==> src/boot_rom.hex <==
// One 32-bit ROM word per line in hex, word 0 first
00000297
02028293
30529073
020002b7
00100313
0062a023
10500073
ffdff06f
34202373
0002a023
30200073
00000013
00000013
00000013
deadbeef
c0ffee00

==> src/soc_pkg.sv <==
package soc_pkg;

  localparam int unsigned xlen = 32;
  localparam int unsigned strb_width = xlen / 8;

  // Address map
  localparam logic [xlen-1:0] rom_base_addr = 32'h0000_0000;
  localparam logic [xlen-1:0] rom_top_addr = 32'h0000_0040;
  localparam logic [xlen-1:0] clint_base_addr = 32'h0200_0000;
  localparam logic [xlen-1:0] clint_top_addr = 32'h0201_0000;

  // CLINT register offsets, relative to clint_base_addr
  localparam int unsigned clint_off_width = 16;
  localparam logic [clint_off_width-1:0] clint_msip_off = 16'h0000;
  localparam logic [clint_off_width-1:0] clint_mtimecmp_lo_off = 16'h4000;
  localparam logic [clint_off_width-1:0] clint_mtimecmp_hi_off = 16'h4004;
  localparam logic [clint_off_width-1:0] clint_mtime_lo_off = 16'hBFF8;
  localparam logic [clint_off_width-1:0] clint_mtime_hi_off = 16'hBFFC;

endpackage

==> src/mem_bus_if.sv <==
interface mem_bus_if;
  import soc_pkg::*;

  logic valid;
  logic instr;
  logic [xlen-1:0] addr;
  logic [xlen-1:0] wdata;
  logic [strb_width-1:0] wstrb;
  logic [xlen-1:0] rdata;
  logic ready;

  // Decoder side
  modport requester (
    output valid, instr, addr, wdata, wstrb,
    input rdata, ready
  );

  // Slave side
  modport responder (
    input valid, instr, addr, wdata, wstrb,
    output rdata, ready
  );

endinterface

==> src/bus_decoder.sv <==
module bus_decoder #(
  parameter int unsigned rom_words = 16
) (
  input  logic clock,
  input  logic reset,
  input  logic mem_valid_i,
  input  logic mem_instr_i,
  input  logic [soc_pkg::xlen-1:0] mem_addr_i,
  input  logic [soc_pkg::xlen-1:0] mem_wdata_i,
  input  logic [soc_pkg::strb_width-1:0] mem_wstrb_i,
  output logic [soc_pkg::xlen-1:0] mem_rdata_o,
  output logic mem_error_o,
  output logic mem_ready_o,
  mem_bus_if.requester rom_bus,
  mem_bus_if.requester clint_bus
);
  import soc_pkg::*;

  // ROM window shrinks to the populated depth, never past rom_top_addr
  localparam logic [xlen-1:0] rom_span = xlen'(rom_words * strb_width);
  localparam logic [xlen-1:0] rom_end_addr =
    (rom_span < rom_top_addr - rom_base_addr) ? rom_base_addr + rom_span : rom_top_addr;

  logic rom_hit;
  logic clint_hit;
  logic req_error;
  logic error_q;
  logic [xlen-1:0] base_addr;

  always_comb begin
    rom_hit = (mem_addr_i >= rom_base_addr) && (mem_addr_i < rom_end_addr);
    // No instruction fetch from timer space
    clint_hit = (mem_addr_i >= clint_base_addr) && (mem_addr_i < clint_top_addr) &&
                !mem_instr_i;
    req_error = mem_valid_i && !rom_hit && !clint_hit;

    if (rom_hit) begin
      base_addr = rom_base_addr;
    end else if (clint_hit) begin
      base_addr = clint_base_addr;
    end else begin
      base_addr = '0;
    end
  end

  assign rom_bus.valid = mem_valid_i && rom_hit;
  assign rom_bus.instr = mem_instr_i;
  assign rom_bus.addr = mem_addr_i - base_addr;
  assign rom_bus.wdata = mem_wdata_i;
  assign rom_bus.wstrb = mem_wstrb_i;

  assign clint_bus.valid = mem_valid_i && clint_hit;
  assign clint_bus.instr = mem_instr_i;
  assign clint_bus.addr = mem_addr_i - base_addr;
  assign clint_bus.wdata = mem_wdata_i;
  assign clint_bus.wstrb = mem_wstrb_i;

  // Error answers one cycle later, like a slave would
  always_ff @(posedge clock) begin
    if (!reset) begin
      error_q <= 1'b0;
    end else begin
      error_q <= req_error;
    end
  end

  always_comb begin
    if (rom_bus.ready) begin
      mem_rdata_o = rom_bus.rdata;
      mem_error_o = 1'b0;
      mem_ready_o = 1'b1;
    end else if (clint_bus.ready) begin
      mem_rdata_o = clint_bus.rdata;
      mem_error_o = 1'b0;
      mem_ready_o = 1'b1;
    end else if (error_q) begin
      mem_rdata_o = '0;
      mem_error_o = 1'b1;
      mem_ready_o = 1'b1;
    end else begin
      mem_rdata_o = '0;
      mem_error_o = 1'b0;
      mem_ready_o = 1'b0;
    end
  end

endmodule

==> src/boot_rom.sv <==
module boot_rom #(
  parameter int unsigned rom_words = 16
) (
  input logic clock,
  input logic reset,
  mem_bus_if.responder bus
);
  import soc_pkg::*;

  localparam int unsigned index_width = (rom_words > 1) ? $clog2(rom_words) : 1;

  logic [xlen-1:0] rom_mem [rom_words];
  logic [xlen-1:0] rdata_q;
  logic ready_q;
  logic [index_width-1:0] word_index;

  initial begin
    $readmemh("/design/src/boot_rom.hex", rom_mem);
  end

  assign word_index = bus.addr[index_width+1:2]; // Drop the byte offset

  always_ff @(posedge clock) begin
    if (!reset) begin
      ready_q <= 1'b0;
    end else begin
      ready_q <= bus.valid;
    end
  end

  always_ff @(posedge clock) begin
    if (bus.valid) begin
      rdata_q <= (bus.wstrb != '0) ? '0 : rom_mem[word_index]; // Writes are dropped
    end
  end

  assign bus.rdata = rdata_q;
  assign bus.ready = ready_q;

endmodule

==> src/clint_timer.sv <==
module clint_timer (
  input  logic clock,
  input  logic reset,
  mem_bus_if.responder bus,
  output logic msip_o,
  output logic mtip_o
);
  import soc_pkg::*;

  logic [63:0] mtime;
  logic [63:0] mtimecmp;
  logic msip;
  logic mtip_q;
  logic wr_en;
  logic [clint_off_width-1:0] offset;
  logic [xlen-1:0] rd_data;
  logic [xlen-1:0] rdata_q;
  logic ready_q;

  // Replace only the byte lanes selected by strb
  function automatic logic [xlen-1:0] merge_bytes(
    input logic [xlen-1:0] old_word,
    input logic [xlen-1:0] new_word,
    input logic [strb_width-1:0] strb
  );
    logic [xlen-1:0] result;
    result = old_word;
    for (int i = 0; i < strb_width; i++) begin
      if (strb[i]) begin
        result[i*8 +: 8] = new_word[i*8 +: 8];
      end
    end
    return result;
  endfunction

  assign offset = bus.addr[clint_off_width-1:0];
  assign wr_en = bus.valid && (bus.wstrb != '0);

  always_comb begin
    case (offset)
      clint_msip_off:        rd_data = {{(xlen-1){1'b0}}, msip};
      clint_mtimecmp_lo_off: rd_data = mtimecmp[31:0];
      clint_mtimecmp_hi_off: rd_data = mtimecmp[63:32];
      clint_mtime_lo_off:    rd_data = mtime[31:0];
      clint_mtime_hi_off:    rd_data = mtime[63:32];
      default:               rd_data = '0;
    endcase
  end

  always_ff @(posedge clock) begin
    if (!reset) begin
      mtime <= '0;
      mtimecmp <= '1;
      msip <= 1'b0;
      mtip_q <= 1'b0;
      ready_q <= 1'b0;
    end else begin
      mtime <= mtime + 64'd1;
      mtip_q <= (mtime >= mtimecmp); // Compare of the previous cycle
      ready_q <= bus.valid;
      if (wr_en) begin
        case (offset)
          clint_msip_off: begin
            if (bus.wstrb[0]) begin
              msip <= bus.wdata[0];
            end
          end
          clint_mtimecmp_lo_off: begin
            mtimecmp[31:0] <= merge_bytes(mtimecmp[31:0], bus.wdata, bus.wstrb);
          end
          clint_mtimecmp_hi_off: begin
            mtimecmp[63:32] <= merge_bytes(mtimecmp[63:32], bus.wdata, bus.wstrb);
          end
          default: begin
          end
        endcase
      end
    end
  end

  // Read data sampled in the request cycle
  always_ff @(posedge clock) begin
    if (bus.valid) begin
      rdata_q <= wr_en ? '0 : rd_data;
    end
  end

  assign bus.rdata = rdata_q;
  assign bus.ready = ready_q;
  assign msip_o = msip;
  assign mtip_o = mtip_q;

endmodule

==> src/soc_bus.sv <==
module soc_bus #(
  parameter int unsigned rom_words = 16
) (
  input  logic clock,
  input  logic reset,
  input  logic mem_valid_i,
  input  logic mem_instr_i,
  input  logic [soc_pkg::xlen-1:0] mem_addr_i,
  input  logic [soc_pkg::xlen-1:0] mem_wdata_i,
  input  logic [soc_pkg::strb_width-1:0] mem_wstrb_i,
  output logic [soc_pkg::xlen-1:0] mem_rdata_o,
  output logic mem_error_o,
  output logic mem_ready_o,
  output logic msip_o,
  output logic mtip_o
);

  mem_bus_if rom_bus ();
  mem_bus_if clint_bus ();

  bus_decoder #(
    .rom_words(rom_words)
  ) u_bus_decoder (
    .clock(clock),
    .reset(reset),
    .mem_valid_i(mem_valid_i),
    .mem_instr_i(mem_instr_i),
    .mem_addr_i(mem_addr_i),
    .mem_wdata_i(mem_wdata_i),
    .mem_wstrb_i(mem_wstrb_i),
    .mem_rdata_o(mem_rdata_o),
    .mem_error_o(mem_error_o),
    .mem_ready_o(mem_ready_o),
    .rom_bus(rom_bus.requester),
    .clint_bus(clint_bus.requester)
  );

  boot_rom #(
    .rom_words(rom_words)
  ) u_boot_rom (
    .clock(clock),
    .reset(reset),
    .bus(rom_bus.responder)
  );

  clint_timer u_clint_timer (
    .clock(clock),
    .reset(reset),
    .bus(clint_bus.responder),
    .msip_o(msip_o),
    .mtip_o(mtip_o)
  );

endmodule

==> config.mk <==
export PLATFORM = sky130hd
export DESIGN_NAME = soc_bus
export DESIGN_NICKNAME = d
export VERILOG_FILES = /design/src/soc_pkg.sv /design/src/mem_bus_if.sv /design/src/bus_decoder.sv /design/src/boot_rom.sv /design/src/clint_timer.sv /design/src/soc_bus.sv
export SDC_FILE = /design/constraint.sdc
export NUM_CORES = 1
export LEC_CHECK = 0
export BUFFER_PORTS_ARGS = -buffer_cell sky130_fd_sc_hd__buf_2
export CORE_UTILIZATION = 30
export CTS_CLUSTER_DIAMETER = 60
export CTS_CLUSTER_SIZE = 25
export DETAILED_ROUTE_END_ITERATION = 10
export SYNTH_ARGS = -nofsm -noshare
export SYNTH_HDL_FRONTEND = slang
export SYNTH_SLANG_ARGS = --single-unit
==> constraint.sdc <==
create_clock -name clock -period 3.2 [get_ports clock]
set_input_delay 0.64 -clock clock [delete_from_list [all_inputs] [get_ports clock]]
set_output_delay 0.64 -clock clock [all_outputs]
set_load 0.05 [all_outputs]
==> impl_metrics.ini, run 1 <==
[outcome]
status = finished clean

[clock_tree]
cts_buffer_depth = 2
numCtsBuffers = 17
h-tree-depth = 4
ctsResizeCount = 0
cts.clk_slew.worst_paths_ns = 0.07
cts.sinks = 165
cts_tree = yes
insertion_delay_ns = 0.43
cts_setup_buffers = 0
cts-root-buf = clkbuf_16
hold_buffers = 0

[logic_synthesis]
netlist_area_sq_mm = 0.008874
ys_seq_area_share_pct = 40.83
synth_cell_types = 52
ys_seq_elements = 165
syn_area_per_cell_sq_um = 8.891
syn-num-nets = 1135
ys_warn_count = 0
syn_inst = 998

[worst_hold_path]
hold_class = input pin to flop
hp-start = mem_wdata_i[10]
min_to = u_clint_timer.mtimecmp[42]
hold_depth = 3

[sta]
hold_viol = 0
fin_skew_ns = 0.009678
fin_hold_ws_ns = 0.4301
period_minus_slack_ns = 2.559
timing.final.crit_share_pct = 79.97
finalSetupTns_ns = 0
fmax_ghz = 0.3908
worstMarginPinSlew_ns = 0.7848
relSlewSlack_pct = 47.68
setup_ws_ns = 0.6408
rsz0062_at_grt = false
slew_violations = 0
setup_viol = 0

[global_route]
grtUsageTotal_pct = 16.38
grt_pass1_vias = 7424
overflow = 0
antenna_found_initial = 1
grt_pass1_wl_microns = 39320
grt_max_degree = 62

[setup_path]
reg2reg_slack_ns = 0.64
r2r-end = u_clint_timer.mtime[31]
path_class = flop to flop
crit_path_max_fanout = 10
required_ns = 3.49
cp.arrival_ns = 2.85
critPathLaunchType = flop
crit_start = u_clint_timer.mtime[4]
r2r_cells = 7
end_kind = flop
timing.rr.start = u_clint_timer.mtime[4]

[placed_design]
numPlacedInstances = 1473
globalplace.congestion = 0.8328
portBuffers = 107
placed_area_sq_mm = 0.009953
dp_slack_ns = 0.3176
dpl.hpwl_microns = 18240

[finish]
area_delta_synth_final_pct = 18.71
final_cell_area_sq_mm = 0.01053
fin_util_pct = 36.40
fin_cells = 1506
nNetsFinal = 1245
layout-drive-gt1-share_pct = 16.32

[routing]
drtIter0Drc = 604
drt_pre_antenna_iters = 6
routed_wl_microns = 24140
post-route-drc-count = 0
vias_per_cell = 5.052
avgRoutedWirePerCell_microns = 16.03
ant_nets = 0
vias = 7609

[pwr]
peakVddDrop_mv = 0.3774
fin_total_pwr_mw = 4.263
pwr_density_cell_mw_per_mm2 = 404.7
cellLeakagePower_nw = 5.003

[floorplan]
start_util_pct = 30.67
die-area_sq_mm = 0.03027
fp.dieW_microns = 174.0
core_sq_mm = 0.02894
die_h_microns = 174.0
row_count = 62
pin_count = 108

[job]
cap_viol_max_count = 0
layout make-up:
| type | instances | area [sq um] |
|---|---|---|
| fill | 2972 | 18400 |
| multi-input combinational | 717 | 4841 |
| sequential | 165 | 3623 |
| timing repair buffer | 133 | 730.7 |
| tap | 384 | 480.5 |
| clock buffer | 21 | 450.4 |
| inverter | 74 | 277.8 |
| clock inverter | 11 | 127.6 |
| antenna | 1 | 2.502 |
kinds of logic after synthesis:
family	count (synthesis)	share of synthesized area, %
AOI/OAI and AO/OA	160	11.94
xor gates and xnor gates	47	4.639
adders and majority gates	65	9.165
buffers and inverters	116	5.005
DFF	165	40.83
muxes	52	5.880
and+or+nand+nor	393	22.53
synth_stat cells (all sizes together):
master,n,area share (%)
mux2i,51,5.8
o21a,2,0.17
inv,74,3.1
nor3b,1,0.085
nor4,12,1.2
nor2b,2,0.14
clkbuf,41,1.7
or4,5,0.51
edfxtp,32,11
nand2,141,6.0
mux2,1,0.13
nor3,17,1.2
nor2,67,2.8
o221ai,1,0.099
a31oi,1,0.071
xor2,29,2.9
and2,37,2.6
or2,3,0.21
o31ai,3,0.25
a211oi,3,0.25
or3,17,1.2
a21o,1,0.085
a222oi,31,3.5
and4b,1,0.11
o41ai,1,0.099
dfxtp,133,30
and4,9,0.92
buf,1,0.13
o21ai,23,1.3
a2111oi,1,0.099
a21oi,69,3.9
a221oi,4,0.39
o2111ai,1,0.099
o211ai,15,1.3
xnor2,18,1.8
a22oi,3,0.25
and3,7,0.49
ha,65,9.2
nand2b,3,0.21
nand3,36,2.0
nand4,35,2.9
o32a,1,0.11
layer usage:
metal	track usage, %	part of all wire [%]	vias up	wire length (microns)
met4	4.751	1.5	0	368
met2	27.03	47	186	11330
met3	3.762	5.2	28	1267
li1	-	-	3805	-
met1	21.24	46	3590	11180
met5	0	0	-	0
power breakdown:
part	leakage (nW)	total, mW	switching [mW]	internal (mW)
Combinational	3.32	0.118	0.0708	0.0469
Clock	0.274	2.03	0.854	1.17
Sequential	1.41	2.12	0.00527	2.11
Total	5.00	4.26	0.930	3.33
flip-flops by register name, summed over array words and instances, names as in the netlist:
name and count:
u_clint_timer.bus.ready 1, u_boot_rom.bus.ready 1, u_clint_timer.bus.rdata 32, u_clint_timer.msip_o 1
u_bus_decoder.error_q 1, u_clint_timer.mtime 64, u_clint_timer.mtimecmp 64, u_clint_timer.mtip_o 1
how the worst max path moves through the flow:
stage / slack [ns] / end
after floorplan: 0.37 / u_clint_timer.mtimecmp[5]
after global placement: 0.37 / u_clint_timer.bus.rdata[0]
after detailed placement: 0.32 / u_clint_timer.bus.rdata[16]
after CTS: 0.62 / u_clint_timer.mtime[31]
after global routing: 0.47 / u_clint_timer.mtime[54]
final: 0.64 / u_clint_timer.mtime[31]
placed cells by master (no fill, tap or decap), types with 3 or more instances in the layout:
master	instances
mux2i_1	51
nor4_1	9
nor3_1	13
clkinvlp_4	3
o211ai_1	15
clkbuf_16	17
or3_1	17
nand4_1	32
nand2_1	141
or4_1	3
a21oi_1	69
a222oi_1	31
and3_1	7
a211oi_1	3
buf_4	26
xnor2_1	18
nor2_1	67
ha_1	65
xor2_1	29
dfxtp_1	133
and2_1	37
nand2b_1	3
clkinv_4	3
edfxtp_1	32
a221oi_1	4
a22oi_1	3
o21ai_0	23
clkbuf_1	3
inv_1	73
buf_2	107
and4_1	8
nor3_2	3
nand3_1	36
critical path: stages, from the launching register on:
cell and delay (ns):
dfxtp_1 0.54, nand4_4 0.18, or4_4 0.61, nor4_2 0.54
buf_4 0.22, nand4_1 0.11, xor2_1 0.16, nor2_1 0.05
Note: power is estimated with default switching activity, not from simulation.
==> run 2: changes to the inputs <==
- ABC_AREA: default -> 1
- clock period: 3.2 -> 2.25 ns (I/O delays scaled with it)
==> run 2 against run 1 <==
Sequential cell count stayed put. Critical path depth is 1 higher. Power is 43% higher. Clock skew is 0.0037 ns higher. Combinational power is 78% higher. Register-to-register slack worse by 0.48 ns. Wire length is 50% higher. Via count is 40% higher. Sequential share of layout area is 5.3 points lower. Die area is 18% higher. Fmax is 23% higher. Hold slack worse by 0.21 ns. Highest routed layer unchanged. Critical path type unchanged.
==> impl_metrics.ini, run 2 <==
[outcome]
status = finished clean

[clock_tree]
hold_buffers = 0
cts-root-buf = clkbuf_16
ctsResizeCount = 0
cts.sinks = 165
cts_buffer_depth = 2
insertion_delay_ns = 0.45
numCtsBuffers = 17
cts_setup_buffers = 0
h-tree-depth = 4
cts.clk_slew.worst_paths_ns = 0.07
cts_tree = yes

[routing]
route.met2.wl_microns = 16620
vias = 10630
met1Wirelength_microns = 16670
highest_layer = met4
dr_wl_met3_microns = 2072
drt_pre_antenna_iters = 7
post-route-drc-count = 0
ant_nets = 0
routed_wl_microns = 36130
avgRoutedWirePerCell_microns = 17.31
drtIter0Drc = 728
vias_per_cell = 5.095

[finish]
nNetsFinal = 1756
final_cell_mix = 346 x nand2_1, 176 x inv_1, 136 x nor2_1
area_delta_synth_final_pct = 18.79
n_antenna_cell = 0
mostFrequentLayoutCell = nand2_1
fin_cells = 2087
fillers = 3655
layout-drive-gt1-share_pct = 16.30
final_cell_area_sq_mm = 0.01243

[sta]
rsz0062_at_grt = false
fmax_ghz = 0.4791
worstMarginPinSlew_ns = 0.5392
period_minus_slack_ns = 2.087
setup_viol = 0
timing.final.crit_share_pct = 92.77
fin_hold_ws_ns = 0.2238
relSlewSlack_pct = 63.92
hold_viol = 0
slew_violations = 0
fin_skew_ns = 0.01341

[floorplan]
start_util_pct = 30.38
core_sq_mm = 0.03446
pin_count = 108
die_h_microns = 188.8
row_count = 68
fp.dieW_microns = 188.8
die-area_sq_mm = 0.03564

[logic_synthesis]
syn_inst = 1486
yosys.area_share.simple_pct = 36.05
netlist_area_sq_mm = 0.01047
synth_fa_ha_area_share_pct = 7.770
ys_seq_area_share_pct = 34.62
ys_warn_count = 0
synth_compound_area_share_pct = 12.05
synth_area_leader_cell = dfxtp_1
synth_edf_count = 32
ys.flop_type = dfxtp_1
synthXorXnorAreaFrac_pct = 0.3347
async_reset_ff_share_pct = 0
synth_cell_types = 46
synth_top_area_share_pct = 25.44
ys_top_cells_by_area = dfxtp_1 25%, nand2_1 12%, edfxtp_1 9.2%
synth_top_family_by_area = simple AND/OR/NAND/NOR gates
synthTopCellsByCount = 347 x nand2_1, 176 x inv_1, 141 x nor2_1
syn-num-nets = 1623
synthMuxAreaShare_pct = 0
ys_seq_elements = 165
synth.most_common_cell = nand2_1
syn_area_per_cell_sq_um = 7.044

[pwr]
cellLeakagePower_nw = 5.661
pwr_density_cell_mw_per_mm2 = 488.7
peakVddDrop_mv = 0.5043

[global_route]
grt_pass1_wl_microns = 57080
antenna_found_initial = 0
overflow = 0
grt_max_degree = 50
grtUsageTotal_pct = 20.75
grt_pass1_vias = 10150

[setup_path]
end_kind = flop
critPathLaunchType = flop
required_ns = 2.57
path_class = flop to flop
crit_path_max_fanout = 6
cp.arrival_ns = 2.41

[job]
cap_viol_max_count = 0

[placed_design]
globalplace.congestion = 0.9461
dpl.hpwl_microns = 28610
numPlacedInstances = 2055
portBuffers = 107
placed_area_sq_mm = 0.01188

[worst_hold_path]
hold_class = input pin to flop
==> run 2: cell count changes in the layout (fill, tap and decap cells not counted), sizes merged, moves of 51 or more <==
cell	change
nand3	+82
a21oi	+51
mux2i	-51
nand2	+214
inv	+112
nor2	+98
==> run 2: final cells by class <==
class                      instances  area, sq um  share of cell area (%)
clock buffer                      18        429.2                   3.451
clock inverter                    14        126.4                   1.016
inverter                         184        690.7                   5.554
multi-input combinational       1087         5932                   47.71
sequential                       165         3623                   29.14
tap                              455        569.3                   4.578
timing repair buffer             164         1064                   8.553
==> run 2: stage by stage <==
stage	setup WS [ns]	util (%)	power (mW)	setup TNS, ns
floorplan	-0.006733	-	3.164	-0.03419
global placement	0.1189	34.47	3.282	0
detailed placement	0.07727	34.47	3.284	0
finish	0.1627	36.09	6.077	0
global route	0.04164	36.09	6.271	0
CTS	0.1118	36.09	6.095	0
==> run 2: where the power goes <==
group | switching, mW | total [mW] | internal (mW)
clock | 1.33 | 2.86 | 1.53
combinational | 0.137 | 0.210 | 0.0736
sequential | 0.00513 | 3.01 | 3.00
==> run 2: worst paths after layout <==
path | startpoint | end | slack [ns] | cells after the start
setup / recovery | u_clint_timer.mtime[24] | u_clint_timer.mtime[58] | 0.16 | 8
hold / removal | mem_wdata_i[11] | u_clint_timer.mtimecmp[11] | 0.22 | 3
setup reg to reg | u_clint_timer.mtime[24] | u_clint_timer.mtime[58] | 0.16 | 8
hold reg to reg | u_clint_timer.mtimecmp[39] | u_clint_timer.mtimecmp[39] | 0.46 | 2
==> run 2: logic make-up after synthesis <==
| kind of cell | count (synthesis) |
|---|---|
| adders and majority gates | 65 |
| and+or+nand+nor | 802 |
| AOI/OAI and AO/OA | 216 |
| DFF | 165 |
| buffers and inverters | 234 |
| xor gates and xnor gates | 4 |
==> run 2: metal layers <==
layer / GRT usage, % / vias up
li1: - / 5280
met1: 27.66 / 4975
met2: 34.26 / 334
met3: 3.185 / 44
met4: 6.390 / 0
met5: 0 / -
==> run 2: worst max-delay path: stages, from the launching register on <==
cell	delay (ns)
dfxtp_1	0.60
nand2_1	0.12
nor3_1	0.24
nand2_1	0.15
nor2_1	0.21
nand2_1	0.14
nor3_2	0.28
xnor2_1	0.15
nor2_1	0.05
